$ cat src/reg_map_pkg.sv
// Register map and status encoding

package reg_map_pkg;

   localparam int REG_WIDTH = 16; // stored bits per register.

   typedef logic [REG_WIDTH-1:0] reg_word_t;

   typedef enum logic [3:0] {
      CMD_NOP   = 4'h0,
      CMD_WRITE = 4'h1,
      CMD_READ  = 4'h2
   } cmd_e;

   // reply status byte.
   localparam int STAT_OK_BIT  = 0;
   localparam int STAT_ERR_BIT = 1;
   localparam int STAT_CMD_LSB = 4; // command echo.
   localparam int STAT_CMD_MSB = 7;

endpackage

$ cat src/spi_frame_pkg.sv
// SPI frame layout
// command and reply views of one shift word

package spi_frame_pkg;

   localparam int FRAME_BITS = 32; // sck cycles per frame.

   typedef struct packed {
      logic [3:0] cmd;  // command code.
      logic [3:0] addr; // register address.
   } opcode_s;

   typedef struct packed {
      logic [7:0] byte2;
      logic [7:0] byte1;
      logic [7:0] byte0;
      opcode_s    opcode; // first byte on the wire.
   } cmd_frame_s;

   typedef struct packed {
      logic [23:0] data;
      logic [7:0]  status; // first byte on the wire.
   } rsp_frame_s;

   // received words are read as commands, sent words are built as replies.
   typedef union packed {
      cmd_frame_s cmd;
      rsp_frame_s rsp;
   } frame_word_u;

endpackage
$ cat src/reg_if.sv
// Register access bus
`timescale 1ns/1ps

interface reg_if;

   logic                  wr_en;
   logic [3:0]            addr;
   reg_map_pkg::reg_word_t wdata;
   reg_map_pkg::reg_word_t rdata; // combinational read of addr.

   modport master (
      output wr_en, addr, wdata,
      input  rdata
   );

   modport bank (
      input  wr_en, addr, wdata,
      output rdata
   );

endinterface

$ cat src/frame_if.sv
// Frame handoff between SPI port and decoder
`timescale 1ns/1ps

interface frame_if;

   logic                      rx_valid; // a received frame waits.
   spi_frame_pkg::frame_word_u rx_word;
   logic                      rx_ack;
   logic                      tx_free;  // shifter can take a new reply.
   logic                      tx_load;
   spi_frame_pkg::frame_word_u tx_word;

   modport port (
      output rx_valid, rx_word, tx_free,
      input  rx_ack, tx_load, tx_word
   );

   modport decoder (
      input  rx_valid, rx_word, tx_free,
      output rx_ack, tx_load, tx_word
   );

endinterface

$ cat src/spi_cmd_bridge.sv
// SPI register bridge top level
`timescale 1ns/1ps

module spi_cmd_bridge #(
   parameter int NUM_REGS = 12
) (
   input  logic        clk,
   input  logic        reset,
   input  logic        spi_sck,
   input  logic        spi_ss,
   input  logic        spi_mosi,
   output logic        spi_miso,
   input  logic [7:0]  hw_status,
   input  logic [3:0]  reg_sel,
   output logic [15:0] reg_value
);

   frame_if frame_bus ();
   reg_if   reg_bus ();

   spi_frame_port u_port (
      .clk      (clk),
      .reset    (reset),
      .spi_sck  (spi_sck),
      .spi_ss   (spi_ss),
      .spi_mosi (spi_mosi),
      .spi_miso (spi_miso),
      .frame    (frame_bus.port)
   );

   cmd_decoder #(.NUM_REGS(NUM_REGS)) u_decoder (
      .clk       (clk),
      .reset     (reset),
      .hw_status (hw_status),
      .frame     (frame_bus.decoder),
      .regs      (reg_bus.master)
   );

   reg_bank #(.NUM_REGS(NUM_REGS)) u_bank (
      .clk       (clk),
      .reset     (reset),
      .reg_sel   (reg_sel),
      .reg_value (reg_value),
      .regs      (reg_bus.bank)
   );

endmodule

$ cat src/reg_bank.sv
// Register bank
`timescale 1ns/1ps

module reg_bank #(
   parameter int NUM_REGS = 12
) (
   input  logic                   clk,
   input  logic                   reset,
   input  logic [3:0]             reg_sel,
   output reg_map_pkg::reg_word_t reg_value,
   reg_if.bank                    regs
);

   reg_map_pkg::reg_word_t bank_q [NUM_REGS];

   function automatic reg_map_pkg::reg_word_t read_word(input logic [3:0] a);
      read_word = '0; // unimplemented addresses read zero.
      if (int'(a) < NUM_REGS) begin
         read_word = bank_q[a];
      end
   endfunction

   always_ff @(posedge clk) begin
      if (reset) begin
         for (int i = 0; i < NUM_REGS; i++) begin
            bank_q[i] <= '0;
         end
      end else if (regs.wr_en) begin
         bank_q[regs.addr] <= regs.wdata;
      end
   end

   assign regs.rdata = read_word(regs.addr);
   assign reg_value  = read_word(reg_sel);

   a_wr_in_range : assert property (@(posedge clk) disable iff (reset)
      regs.wr_en |-> int'(regs.addr) < NUM_REGS)
      else $error("write to unimplemented register.");

endmodule

$ cat src/cmd_decoder.sv
// Command decoder and reply builder
`timescale 1ns/1ps

module cmd_decoder #(
   parameter int NUM_REGS = 12
) (
   input  logic        clk,
   input  logic        reset,
   input  logic [7:0]  hw_status,
   frame_if.decoder    frame,
   reg_if.master       regs
);

   spi_frame_pkg::cmd_frame_s  rx_cmd;
   spi_frame_pkg::frame_word_u reply;
   logic                       addr_ok;
   logic                       is_write;
   logic                       is_read;
   logic                       is_ok;
   logic                       load_pend;
   logic [3:0]                 cmd_q;
   logic [3:0]                 addr_q;
   logic                       ok_q;
   logic                       access_q;

   assign rx_cmd  = frame.rx_word.cmd;
   assign addr_ok = int'(rx_cmd.opcode.addr) < NUM_REGS;

   always_comb begin
      is_write = 1'b0;
      is_read  = 1'b0;
      is_ok    = 1'b0;
      case (rx_cmd.opcode.cmd)
         reg_map_pkg::CMD_NOP: begin
            is_ok = 1'b1;
         end
         reg_map_pkg::CMD_WRITE: begin
            is_write = addr_ok;
            is_ok    = addr_ok;
         end
         reg_map_pkg::CMD_READ: begin
            is_read = addr_ok;
            is_ok   = addr_ok;
         end
         default: is_ok = 1'b0; // unknown code.
      endcase
   end

   // every frame is taken as soon as it shows up.
   assign frame.rx_ack = frame.rx_valid;

   // write lands with the ack; readback uses the held address a cycle later.
   assign regs.wr_en = frame.rx_valid & is_write;
   assign regs.addr  = frame.rx_valid ? rx_cmd.opcode.addr : addr_q;
   assign regs.wdata = {rx_cmd.byte1, rx_cmd.byte0};

   always_ff @(posedge clk) begin
      if (reset) begin
         load_pend <= 1'b0;
      end else if (frame.rx_valid) begin
         load_pend <= 1'b1;
      end else if (frame.tx_load) begin
         load_pend <= 1'b0;
      end
   end

   always_ff @(posedge clk) begin
      if (frame.rx_valid) begin
         cmd_q    <= rx_cmd.opcode.cmd;
         addr_q   <= rx_cmd.opcode.addr;
         ok_q     <= is_ok;
         access_q <= is_write | is_read;
      end
   end

   always_comb begin
      reply = '0;
      reply.rsp.status[reg_map_pkg::STAT_CMD_MSB:reg_map_pkg::STAT_CMD_LSB] = cmd_q;
      reply.rsp.status[reg_map_pkg::STAT_OK_BIT]  = ok_q;
      reply.rsp.status[reg_map_pkg::STAT_ERR_BIT] = ~ok_q;
      if (access_q) begin
         reply.rsp.data = {hw_status, regs.rdata}; // live status byte.
      end
   end

   assign frame.tx_load = load_pend & frame.tx_free;
   assign frame.tx_word = reply;

endmodule

$ cat src/spi_frame_port.sv
// SPI mode 0 frame port, LSB first
`timescale 1ns/1ps

module spi_frame_port (
   input  logic    clk,
   input  logic    reset,
   input  logic    spi_sck,
   input  logic    spi_ss,
   input  logic    spi_mosi,
   output logic    spi_miso,
   frame_if.port   frame
);

   localparam int CNT_W = $clog2(spi_frame_pkg::FRAME_BITS);

   logic [2:0]                             sck_q; // two sync stages, then edge history.
   logic [2:0]                             ss_q;
   logic [1:0]                             mosi_q;
   logic                                   ss_active;
   logic                                   ss_fall;
   logic                                   sck_rise;
   logic                                   sck_fall;
   logic                                   frame_done;
   logic [CNT_W-1:0]                       bit_cnt;
   logic [spi_frame_pkg::FRAME_BITS-1:0]   rx_shift;
   logic [spi_frame_pkg::FRAME_BITS-1:0]   tx_shift;
   logic                                   rx_valid_q;

   assign ss_active  = ~ss_q[1];
   assign ss_fall    = ss_q[2] & ~ss_q[1];
   assign sck_rise   = ss_active & sck_q[1] & ~sck_q[2];
   assign sck_fall   = ss_active & ~sck_q[1] & sck_q[2];
   assign frame_done = sck_rise && (bit_cnt == CNT_W'(spi_frame_pkg::FRAME_BITS - 1));

   assign spi_miso       = tx_shift[0];
   assign frame.rx_valid = rx_valid_q;
   assign frame.tx_free  = (bit_cnt == '0); // nothing shifted yet in this frame.

   always_ff @(posedge clk) begin
      if (reset) begin
         sck_q      <= '0;
         ss_q       <= '1; // idle deselected.
         mosi_q     <= '0;
         bit_cnt    <= '0;
         rx_valid_q <= 1'b0;
         tx_shift   <= '0;
      end else begin
         sck_q  <= {sck_q[1:0], spi_sck};
         ss_q   <= {ss_q[1:0], spi_ss};
         mosi_q <= {mosi_q[0], spi_mosi};

         if (ss_fall) begin
            bit_cnt <= '0;
         end else if (sck_rise) begin
            bit_cnt <= frame_done ? '0 : bit_cnt + 1'b1;
         end

         // a new frame wins over an ack of the old one.
         if (frame_done) begin
            rx_valid_q <= 1'b1;
         end else if (frame.rx_ack) begin
            rx_valid_q <= 1'b0;
         end

         // trailing falling edge after the last bit does not shift.
         if (frame.tx_load) begin
            tx_shift <= frame.tx_word;
         end else if (sck_fall && bit_cnt != '0) begin
            tx_shift <= {1'b0, tx_shift[spi_frame_pkg::FRAME_BITS-1:1]};
         end
      end
   end

   always_ff @(posedge clk) begin
      if (sck_rise) begin
         rx_shift <= {mosi_q[1], rx_shift[spi_frame_pkg::FRAME_BITS-1:1]};
      end
      if (frame_done) begin
         frame.rx_word <= {mosi_q[1], rx_shift[spi_frame_pkg::FRAME_BITS-1:1]};
      end
   end

   a_valid_held : assert property (@(posedge clk) disable iff (reset)
      frame.rx_valid && !frame.rx_ack |=> frame.rx_valid)
      else $error("rx_valid dropped before ack.");

   a_load_free : assert property (@(posedge clk) disable iff (reset)
      frame.tx_load |-> frame.tx_free)
      else $error("reply loaded while a frame was shifting.");

endmodule

$ cat config.mk
export PLATFORM = sky130hd
export DESIGN_NAME = spi_cmd_bridge
export DESIGN_NICKNAME = d
export VERILOG_FILES = /design/src/reg_map_pkg.sv /design/src/spi_frame_pkg.sv /design/src/reg_if.sv /design/src/frame_if.sv /design/src/spi_cmd_bridge.sv /design/src/reg_bank.sv /design/src/cmd_decoder.sv /design/src/spi_frame_port.sv
export SDC_FILE = /design/constraint.sdc
export NUM_CORES = 1
export LEC_CHECK = 0
export BUFFER_PORTS_ARGS = -buffer_cell sky130_fd_sc_hd__buf_2
export CAP_MARGIN = 30
export CORE_MARGIN = 2
export CORE_UTILIZATION = 30
export CTS_CLUSTER_DIAMETER = 120
export DETAILED_ROUTE_END_ITERATION = 8
export PLACE_DENSITY = 0.5
export SETUP_SLACK_MARGIN = 0.4
export SLEW_MARGIN = 40
export SYNTH_ARGS = -nofsm -noshare
export SYNTH_HDL_FRONTEND = slang
export SYNTH_SLANG_ARGS = --single-unit
$ cat constraint.sdc
create_clock -name clk -period 3.5 [get_ports clk]
set_input_delay 0.175 -clock clk [delete_from_list [all_inputs] [get_ports clk]]
set_output_delay 0.175 -clock clk [all_outputs]
set_load 0.01 [all_outputs]
======== Word-level counts from Yosys, hierarchy flattened ========
Memories as Yosys holds them, arrays and structs flattened.
Cells that the tools add are included.
word-level totals
  bits in registers ....................... 113
  RAM bits ................................ 192
  input port bits ......................... 17
  output and inout bits ................... 17
  word-level logic and storage cells ...... 66
  memories ................................ 1
operators by class
  add/subtract/negate cells ............... 1
  $lt $le $gt $ge ......................... 3
  equal/unequal tests ..................... 3
  muxes and demuxes ....................... 21
  bitwise gates (word level) .............. 12
  reductions and logical operators ........ 11
memory list
  memory         words  width  read ports  clocked after memory_dff  write ports  RTL line        text
  u_bank.bank_q  12     16     2           0                         12           reg_bank.sv:14  reg_map_pkg::reg_word_t bank_q [NUM_REGS];
operators with widths
  kind                                               number
  two-way mux 32 bit                                 2
  two-way mux 16 bit                                 3
  two-way mux 24 bit                                 1
  OR reduction 16 bit                                1
  less-than comparator 4 bit, second input constant  3
  two-way mux 1 bit                                  11
  two-way mux 4 bit                                  2
  bitwise AND 1 bit                                  7
  OR reduction 2 bit                                 3
  adder 5 x 1 -> 5 bit, second input constant        1
  == test 5 bit, second input constant               1
  zero test 5 bit                                    1
  two-way mux 5 bit                                  1
  nonzero test 5 bit                                 1
  == test 4 x 1 -> 1 bit, second input constant      1
  == test 4 x 2 -> 1 bit, second input constant      1
  zero test 4 bit                                    1
  inverter 1 bit                                     4
  nonzero test 2 bit                                 2
  logical AND 1 bit                                  2
  case mux 1 bit (2 select lines)                    1
  OR 1 bit                                           1

======== Longest topological paths before layout ========
Gate-level depths: netlist of run 1.
  depth after elaboration ................. 8
  depth in mapped cells ................... 10
  depth with buffers taken out ............ 7

======== Hierarchy ========
A second synthesis of run 1 with hierarchy kept.
unflattened totals
  cell total of the unflattened synthesis .. 1087
  area, all modules ....................... 15069.5 µm²
modules (own cells, without submodules)
  module          times used  cells each  area an instance (µm²)  seq. area each (µm²)
  reg_bank        1           710         10288.6                 5765.5
  spi_frame_port  1           301         4058.9                  2812.7
  cmd_decoder     1           76          721.9                   280.3

======== Least setup slack after synthesis of run 1 ========
OpenSTA, ideal clock, no wires.
  path kind ............................... flip-flop to flip-flop
  start ................................... register u_port.ss_q[1]
  end ..................................... register u_port.frame.rx_word[0], enable pin
  library setup time ...................... 379 ps
  data arrival time ....................... 2665 ps
  required time ........................... 3121 ps
  setup slack ............................. 456 ps
  cell stages (with the launch flop) ...... 4
  path buffers ............................ 0
  cell sequence ........................... dfxtp_1 > nor3b_2 > nand2_1 > inv_1
on the way
  cells in the longest elaborated chain, start to end .. 4
RTL lines
  element                          RTL line              text
  start: declaration               spi_frame_port.sv:17  logic [2:0] ss_q;
  start signal: assignment         spi_frame_port.sv:49  ss_q <= {ss_q[1:0], spi_ss};
  inverter 1 bit                   spi_frame_port.sv:29  assign ss_active = ~ss_q[1];
  bitwise AND 1 bit (2 in series)  spi_frame_port.sv:31  assign sck_rise = ss_active & sck_q[1] & ~sck_q[2];
  net u_port.sck_rise              spi_frame_port.sv:21  logic sck_rise;
  logical AND 1 bit                spi_frame_port.sv:33  assign frame_done = sck_rise && (bit_cnt == CNT_W'(spi_frame_pkg::FRAME_BITS - 1));
  net u_port.frame_done            spi_frame_port.sv:23  logic frame_done;
  end signal: assignment           spi_frame_port.sv:79  frame.rx_word <= {mosi_q[1], rx_shift[spi_frame_pkg::FRAME_BITS-1:1]};
  end: declaration                 frame_if.sv:14        output rx_valid, rx_word, tx_free,
The timed path passes the listed nets, and every way through them passes these cells.
A chain may end at the register's enable or synchronous reset.

======== Worst setup path after layout of run 1 ========
  start ................................... register u_port.rx_valid_q (netlist: u_port.frame.rx_valid)
  end ..................................... register u_port.tx_shift[18] in the netlist's numbering
on the way
  cells in the longest elaborated chain, start to end .. 5
  elaborated cells on any way between the ends .. 6
  those cells by class .................... order compare (1); mux (4); memory (1)
RTL lines
  element                                                             RTL line              text
  start: declaration                                                  spi_frame_port.sv:27  logic rx_valid_q;
  start signal: assignment                                            spi_frame_port.sv:45  rx_valid_q <= 1'b0;
  start signal: assignment                                            spi_frame_port.sv:60  rx_valid_q <= 1'b1;
  start signal: assignment                                            spi_frame_port.sv:62  rx_valid_q <= 1'b0;
  two-way mux 4 bit *                                                 cmd_decoder.sv:54     assign regs.addr = frame.rx_valid ? rx_cmd.opcode.addr : addr_q;
  memory (12 x 16 bit) or less-than comparator 4 bit (tied branches)  -
  two-way mux 16 bit *                                                reg_bank.sv:18        if (int'(a) < NUM_REGS) begin
  two-way mux 24 bit *                                                cmd_decoder.sv:81     if (access_q) begin
  two-way mux 32 bit *                                                spi_frame_port.sv:66  if (frame.tx_load) begin
  end signal: assignment                                              spi_frame_port.sv:67  tx_shift <= frame.tx_word;
  end signal: assignment                                              spi_frame_port.sv:69  tx_shift <= {1'b0, tx_shift[spi_frame_pkg::FRAME_BITS-1:1]};
  end: declaration                                                    spi_frame_port.sv:26  logic [spi_frame_pkg::FRAME_BITS-1:0] tx_shift;
Every way passes the cells marked *; elsewhere a longest branch is shown, timed or not.

==> results of run 1 <==
-- per-stage QoR --
step	hold WS (ps)	setup slack, ps	cells
after floorplan	272	456	1020
after global placement	352	739	1604
after detailed placement	360	744	1604
after CTS	306	721	1681
after global routing	336	582	1681
final	317	683	1681
-- synthesized netlist by cell type (9+ instances only) --
cell      number  area (um2)
a21oi_1        9        45.0
a22oi_1       24         180
a41o_1        16         160
and2_1       192        1200
buf_2         29         145
clkbuf_1      45         169
dfxtp_1       51        1020
edfxtp_1     253        7600
inv_1         22        82.6
mux2i_1       20         200
mux4_2        48        1080
nand2_1       14        52.6
nor2_1        39         146
nor2_2        12        75.1
o21ai_0       49         245
o22ai_1      113         707
or2_1         15        93.8
-- critical path: stages, from the launching register on --
cell and delay [ps]:
dfxtp_1 780, buf_4 310, o31a_2 530, buf_12 300, o22ai_1 110, o21ai_0 460, a41o_1 240
-- cells by family (layout without fill, tap and decap cells) --
| kind of cell | after synthesis | after routing | synth area share, % |
|---|---|---|---|
| fa+ha+maj | 3 | 3 | 0.273 |
| simple gates | 301 | 301 | 12.9 |
| xor+xnor | 4 | 4 | 0.255 |
| mux | 70 | 70 | 9.48 |
| flops | 304 | 304 | 62.7 |
| compound gates | 228 | 228 | 10.9 |
| buf+inv | 110 | 171 | 3.54 |
-- routing by layer --
metal	global-route usage (%)	share of wire, %	vias to the layer above
met5	0	0	-
met2	27.6	48	374
met3	2.87	6.5	75
met4	6.03	3.1	0
li1	-	-	3951
met1	22.8	43	4442
-- final cells by class --
cell class	instances	area (um2)	area share, %
multi-input combinational	606	4730	29.8
sequential	304	8620	54.3
tap	600	751	4.73
timing repair buffer	81	618	3.89
clock buffer	55	1010	6.38
clock inverter	11	63.8	0.402
inverter	24	90.1	0.567
-- flip-flops by register name, indices dropped and copies added (netlist names) --
register	flops
u_port.sck_q	3
u_bank.bank_q	192
u_port.frame.rx_valid	1
u_decoder.load_pend	1
u_port.tx_shift	32
u_port.rx_shift	31
u_port.frame.rx_word	24
u_port.bit_cnt	5
u_decoder.addr_q	4
u_decoder.access_q	1
u_port.mosi_q	2
u_decoder.cmd_q	4
u_port.ss_q	3
u_decoder.ok_q	1
-- worst paths after layout --
check	from	endpoint	depth (start not counted)
worst max-delay path	u_port.frame.rx_valid	u_port.tx_shift[18]	6
worst min-delay path	reset	u_decoder.load_pend	3
worst max register to register	u_port.frame.rx_valid	u_port.tx_shift[18]	6
worst min register to register	u_port.ss_q[0]	u_port.ss_q[1]	1
-- where the power goes --
group,internal (mW),leakage [nW],switching [mW]
sequential,4.03,2.78,0.0749
clock,2.01,0.526,1.49
combinational,0.190,2.19,0.255
==> impl_metrics.py, run 1 <==
metrics = {
    "floorplanning": {
        "ios": 34,
        "start_util_pct": 30.4,
        "dieHeight_um": 218,
        "die_area_mm2": 0.0476,
        "core-area_mm2": 0.0453,
        "fp-row-count": 78,
        "die_w_um": 218,
    },
    "min_path": {
        "hold_class": "in -> reg",
    },
    "cts": {
        "clk_pin_slew_ps": 60,
        "clock_sinks": 304,
        "holdBufCountCts": 11,
        "clk_latency_ps": 540,
        "cts_buffers": 36,
        "root_buffer": "clkbuf_16",
        "clk_path_buf_depth": 3,
        "cts_tree": "built",
        "post-cts-setup-buffers": 0,
        "ctsResizeCount": 0,
        "htreeDepth": 2,
    },
    "synth": {
        "synth-edff-count": 253,
        "ys_ff_latch": 304,
        "seq_area_frac_synth_pct": 62.7,
        "ys_types": 48,
        "syn_area_mm2": 0.0137,
        "syn_nets": 1040,
        "async_flop_share_pct": 0,
        "synthFlopType": "edfxtp_1",
        "avgSynthCellArea_um2": 13.5,
        "syn-instance-count": 1020,
        "yosys_warnings": 0,
    },
    "routing": {
        "drc": 0,
        "drt_iter0_drc": 960,
        "drtAntennaViolNets": 0,
        "vias": 8842,
        "dr.pass1.iters": 6,
        "wl_mm": 40.3,
        "wl_per_cell_um": 24.0,
        "via_per_inst": 5.26,
    },
    "power": {
        "p_leak_nw": 5.50,
        "power.total_mw": 8.04,
        "ir_drop_mv": 0.267,
        "p_per_area_mw_per_mm2": 507,
    },
    "final_layout": {
        "fin_util_pct": 35.1,
        "final_common_cell": "edfxtp_1",
        "finish.instance_area_mm2": 0.0159,
        "insertedDiodeCount": 0,
        "final_cell_mix": "edfxtp_1 (253), and2_1 (192), o22ai_1 (113)",
        "area_delta_synth_final_pct": 15.5,
        "drive_above_1_share_pct": 17.9,
        "finalNetCount": 1073,
        "nFillCells": 4377,
    },
    "critical_path": {
        "crit_fanout": 34,
        "worstSetupPathType": "reg -> reg",
        "r2r_slack_ps": 680,
        "crit_path_end_kind": "flop",
        "crit_required_ps": 3980,
        "start_kind": "flop",
        "critPathArrivalTime_ps": 3290,
    },
    "sta": {
        "period_share_pct": 80.5,
        "setup_viol": 0,
        "tightest_slew_ps": 755,
        "fmax_ghz": 0.355,
        "fin_skew_ps": 22.5,
        "slew_headroom_pct": 49.7,
        "rsz0062_at_grt": "no",
        "finalHoldViolCount": 0,
        "fin_tns_setup_ps": 0,
        "fin_crit_ps": 2820,
        "drv_slew": 0,
    },
    "placed_design": {
        "hpwl_mm": 25.0,
        "io_buffers": 33,
        "gp_congestion": 0.805,
        "place_area_mm2": 0.0147,
    },
    "flow_run": {
        "cap_violations": 0,
    },
    "global_routing": {
        "grt_max_degree": 57,
        "grt_pass1_wl_mm": 58.7,
        "grt_pass1_vias": 8401,
        "antenna_found_initial": 1,
        "grt_overflow": 0,
        "grt_use_total_pct": 17.0,
    },
    "run_status": {
        "outcome": "finished, final reports clean",
    },
}
Power figures use the tool's default switching activity.
==> run 2, diff against run 1 <==
--- a/config.mk
+++ b/config.mk
@@ -11,7 +11,7 @@
 export CORE_UTILIZATION = 30
 export CTS_CLUSTER_DIAMETER = 120
 export DETAILED_ROUTE_END_ITERATION = 8
-export PLACE_DENSITY = 0.5
+export PLACE_DENSITY = 0.52
 export SETUP_SLACK_MARGIN = 0.4
 export SLEW_MARGIN = 40
 export SYNTH_ARGS = -nofsm -noshare
==> constraint.sdc (replaced) <==
create_clock -name clk -period 2.5 [get_ports clk]
set_input_delay 0.125 -clock clk [delete_from_list [all_inputs] [get_ports clk]]
set_output_delay 0.125 -clock clk [all_outputs]
set_load 0.01 [all_outputs]
==> run 2 against run 1 <==
Clock skew fell by 3.6 ps. Worst hold slack worse by 38 ps. Non-clock buffer count is 57 higher. Core utilization is 2.6 points higher. Sequential cell count is the same. Via count grew 3.6%. Total power up 46%. Critical path depth did not move. Critical path type unchanged.
==> impl_metrics.py, run 2 (synthesis gave the netlist of run 1 again) <==
metrics = {
    "run_status": {
        "outcome": "finished, final reports clean",
    },
    "placed_design": {
        "hpwl_mm": 23.4,
        "io_buffers": 33,
        "place_area_mm2": 0.0149,
        "gp_congestion": 0.770,
    },
    "routing": {
        "drc": 0,
        "drt_iter0_drc": 916,
        "top_layer_used": "met4",
        "wl_met3_mm": 2.28,
        "met2_length_mm": 20.1,
        "via_per_inst": 5.28,
        "wl_met1_mm": 17.2,
        "drtAntennaViolNets": 0,
        "dr.pass1.iters": 5,
        "vias": 9157,
        "wl_mm": 40.8,
        "wl_per_cell_um": 23.5,
    },
    "power": {
        "p_leak_nw": 6.01,
        "ir_drop_mv": 0.391,
        "p_per_area_mw_per_mm2": 688,
    },
    "final_layout": {
        "largest_reg_flops": 192,
        "final_common_cell": "edfxtp_1",
        "area_delta_synth_final_pct": 24.1,
        "reg_top3": "u_bank.bank_q x192, u_port.tx_shift x32, u_port.rx_shift x31",
        "regMostFlops": "u_bank.bank_q",
        "finalNetCount": 1129,
        "finish.instance_area_mm2": 0.0171,
        "final_cell_mix": "edfxtp_1 (253), and2_1 (192), o22ai_1 (111)",
        "drive_above_1_share_pct": 26.4,
        "insertedDiodeCount": 0,
    },
    "critical_path": {
        "crit_path_end_kind": "flop",
        "cp_cell_sequence": "or3b_4 -> nor4b_4 -> nand2b_1 -> nor2_2 -> or2_4 -> buf_12",
        "crit_required_ps": 2720,
        "crit_fanout": 12,
        "start_kind": "flop",
        "slowest_delay_ps": 430,
        "critPathArrivalTime_ps": 2330,
        "cp_slowest_cell": "or3b_4",
        "worstSetupPathType": "reg -> reg",
    },
    "cts": {
        "cts_tree": "built",
        "clk_path_buf_depth": 3,
        "htreeDepth": 2,
        "clk_latency_ps": 530,
        "root_buffer": "clkbuf_16",
        "clk_pin_slew_ps": 60,
        "cts_buffers": 34,
        "clock_sinks": 304,
    },
    "sta": {
        "rsz0062_at_grt": "yes",
        "timing.hold.ws_ps": 279,
        "slew_headroom_pct": 51.9,
        "finalHoldViolCount": 0,
        "fmax_ghz": 0.473,
        "fin_skew_ps": 18.9,
        "period_share_pct": 84.5,
        "fin_tns_setup_ps": 0,
        "drv_slew": 0,
        "setup_viol": 0,
        "tightest_slew_ps": 721,
        "fin_crit_ps": 2110,
    },
    "global_routing": {
        "grt_pass1_wl_mm": 59.6,
        "grt_use_total_pct": 17.0,
        "antenna_found_initial": 0,
        "grt_pass1_vias": 9108,
        "grt_max_degree": 57,
        "grt_overflow": 0,
    },
    "min_path": {
        "hold_class": "in -> reg",
    },
    "floorplanning": {
        "start_util_pct": 30.4,
        "fp-row-count": 78,
        "die_area_mm2": 0.0476,
        "core-area_mm2": 0.0453,
        "dieHeight_um": 218,
        "ios": 34,
        "die_w_um": 218,
    },
    "flow_run": {
        "cap_violations": 0,
    },
}
## run 2: cell count changes in the layout (fill, tap and decap cells not counted), sizes merged
cell,previous run,this run
and2,193,194
buf,70,125
bufinv,0,4
clkbuf,55,51
clkinv,8,4
clkinvlp,0,6
inv,27,23
## run 2: through the flow
stage | power (mW) | setup WS, ps | util, % | std cells
final | 11.7 | 387 | 37.7 | 1735
after global routing | 12.0 | 283 | 37.7 | 1735
after CTS | 11.8 | 385 | 36.9 | 1716
after detailed placement | 6.46 | 252 | 32.8 | 1614
after global placement | 6.45 | 80.8 | 32.7 | 1612
after floorplan | 6.19 | 244 | - | 1020
## run 2: layout make-up
class	instances	area (um2)
Multi-Input combinational cell	607	4910
Tap cell	600	751
Inverter	24	96.3
Timing Repair Buffer	138	1500
Clock buffer	49	1000
Sequential cell	304	8630
Fill cell	4252	28200
Clock inverter	13	178
## run 2: timing repair
action	4_1_cts	5_1_grt
endpoints found under the setup margin	325	394
pin swaps	2	5
hold buffers	11	0
setup buffers	27	17
cloned	2	2
gates resized for setup	17	32
hold endpoints to repair	11	0
## run 2: per-layer routing
layer  vias to the layer above  track usage [%]
met1                      4684             22.3
li1                       4062                -
met5                         -                0
met2                       331             28.4
met4                         0             6.28
met3                        80             2.51
## run 2: worst paths after layout
path	endpoint	cells after the start	startpoint	slack, ps
worst max-delay path	u_bank.bank_q[8][11]	6	u_port.frame.rx_word[4]	390
worst max register to register	u_bank.bank_q[8][11]	6	u_port.frame.rx_word[4]	390
worst min register to register	u_port.rx_shift[31]	0	u_port.mosi_q[1]	410
worst min-delay path	u_port.frame.rx_valid	3	reset	280
## run 2: power breakdown
part | internal (mW) | total, mW | leakage, nW | switching [mW]
clock | 3.21 | 5.27 | 0.561 | 2.06
sequential | 5.63 | 5.72 | 2.79 | 0.0888
combinational | 0.359 | 0.750 | 2.66 | 0.391
total | 9.20 | 11.7 | 6.01 | 2.54
## run 2: critical path, delay by kind of cell (launching register included)
kind	cells	cell delay, ps
AND/OR/NAND/NOR	5	1210
buffers and inverters	1	170
flip-flops	1	420
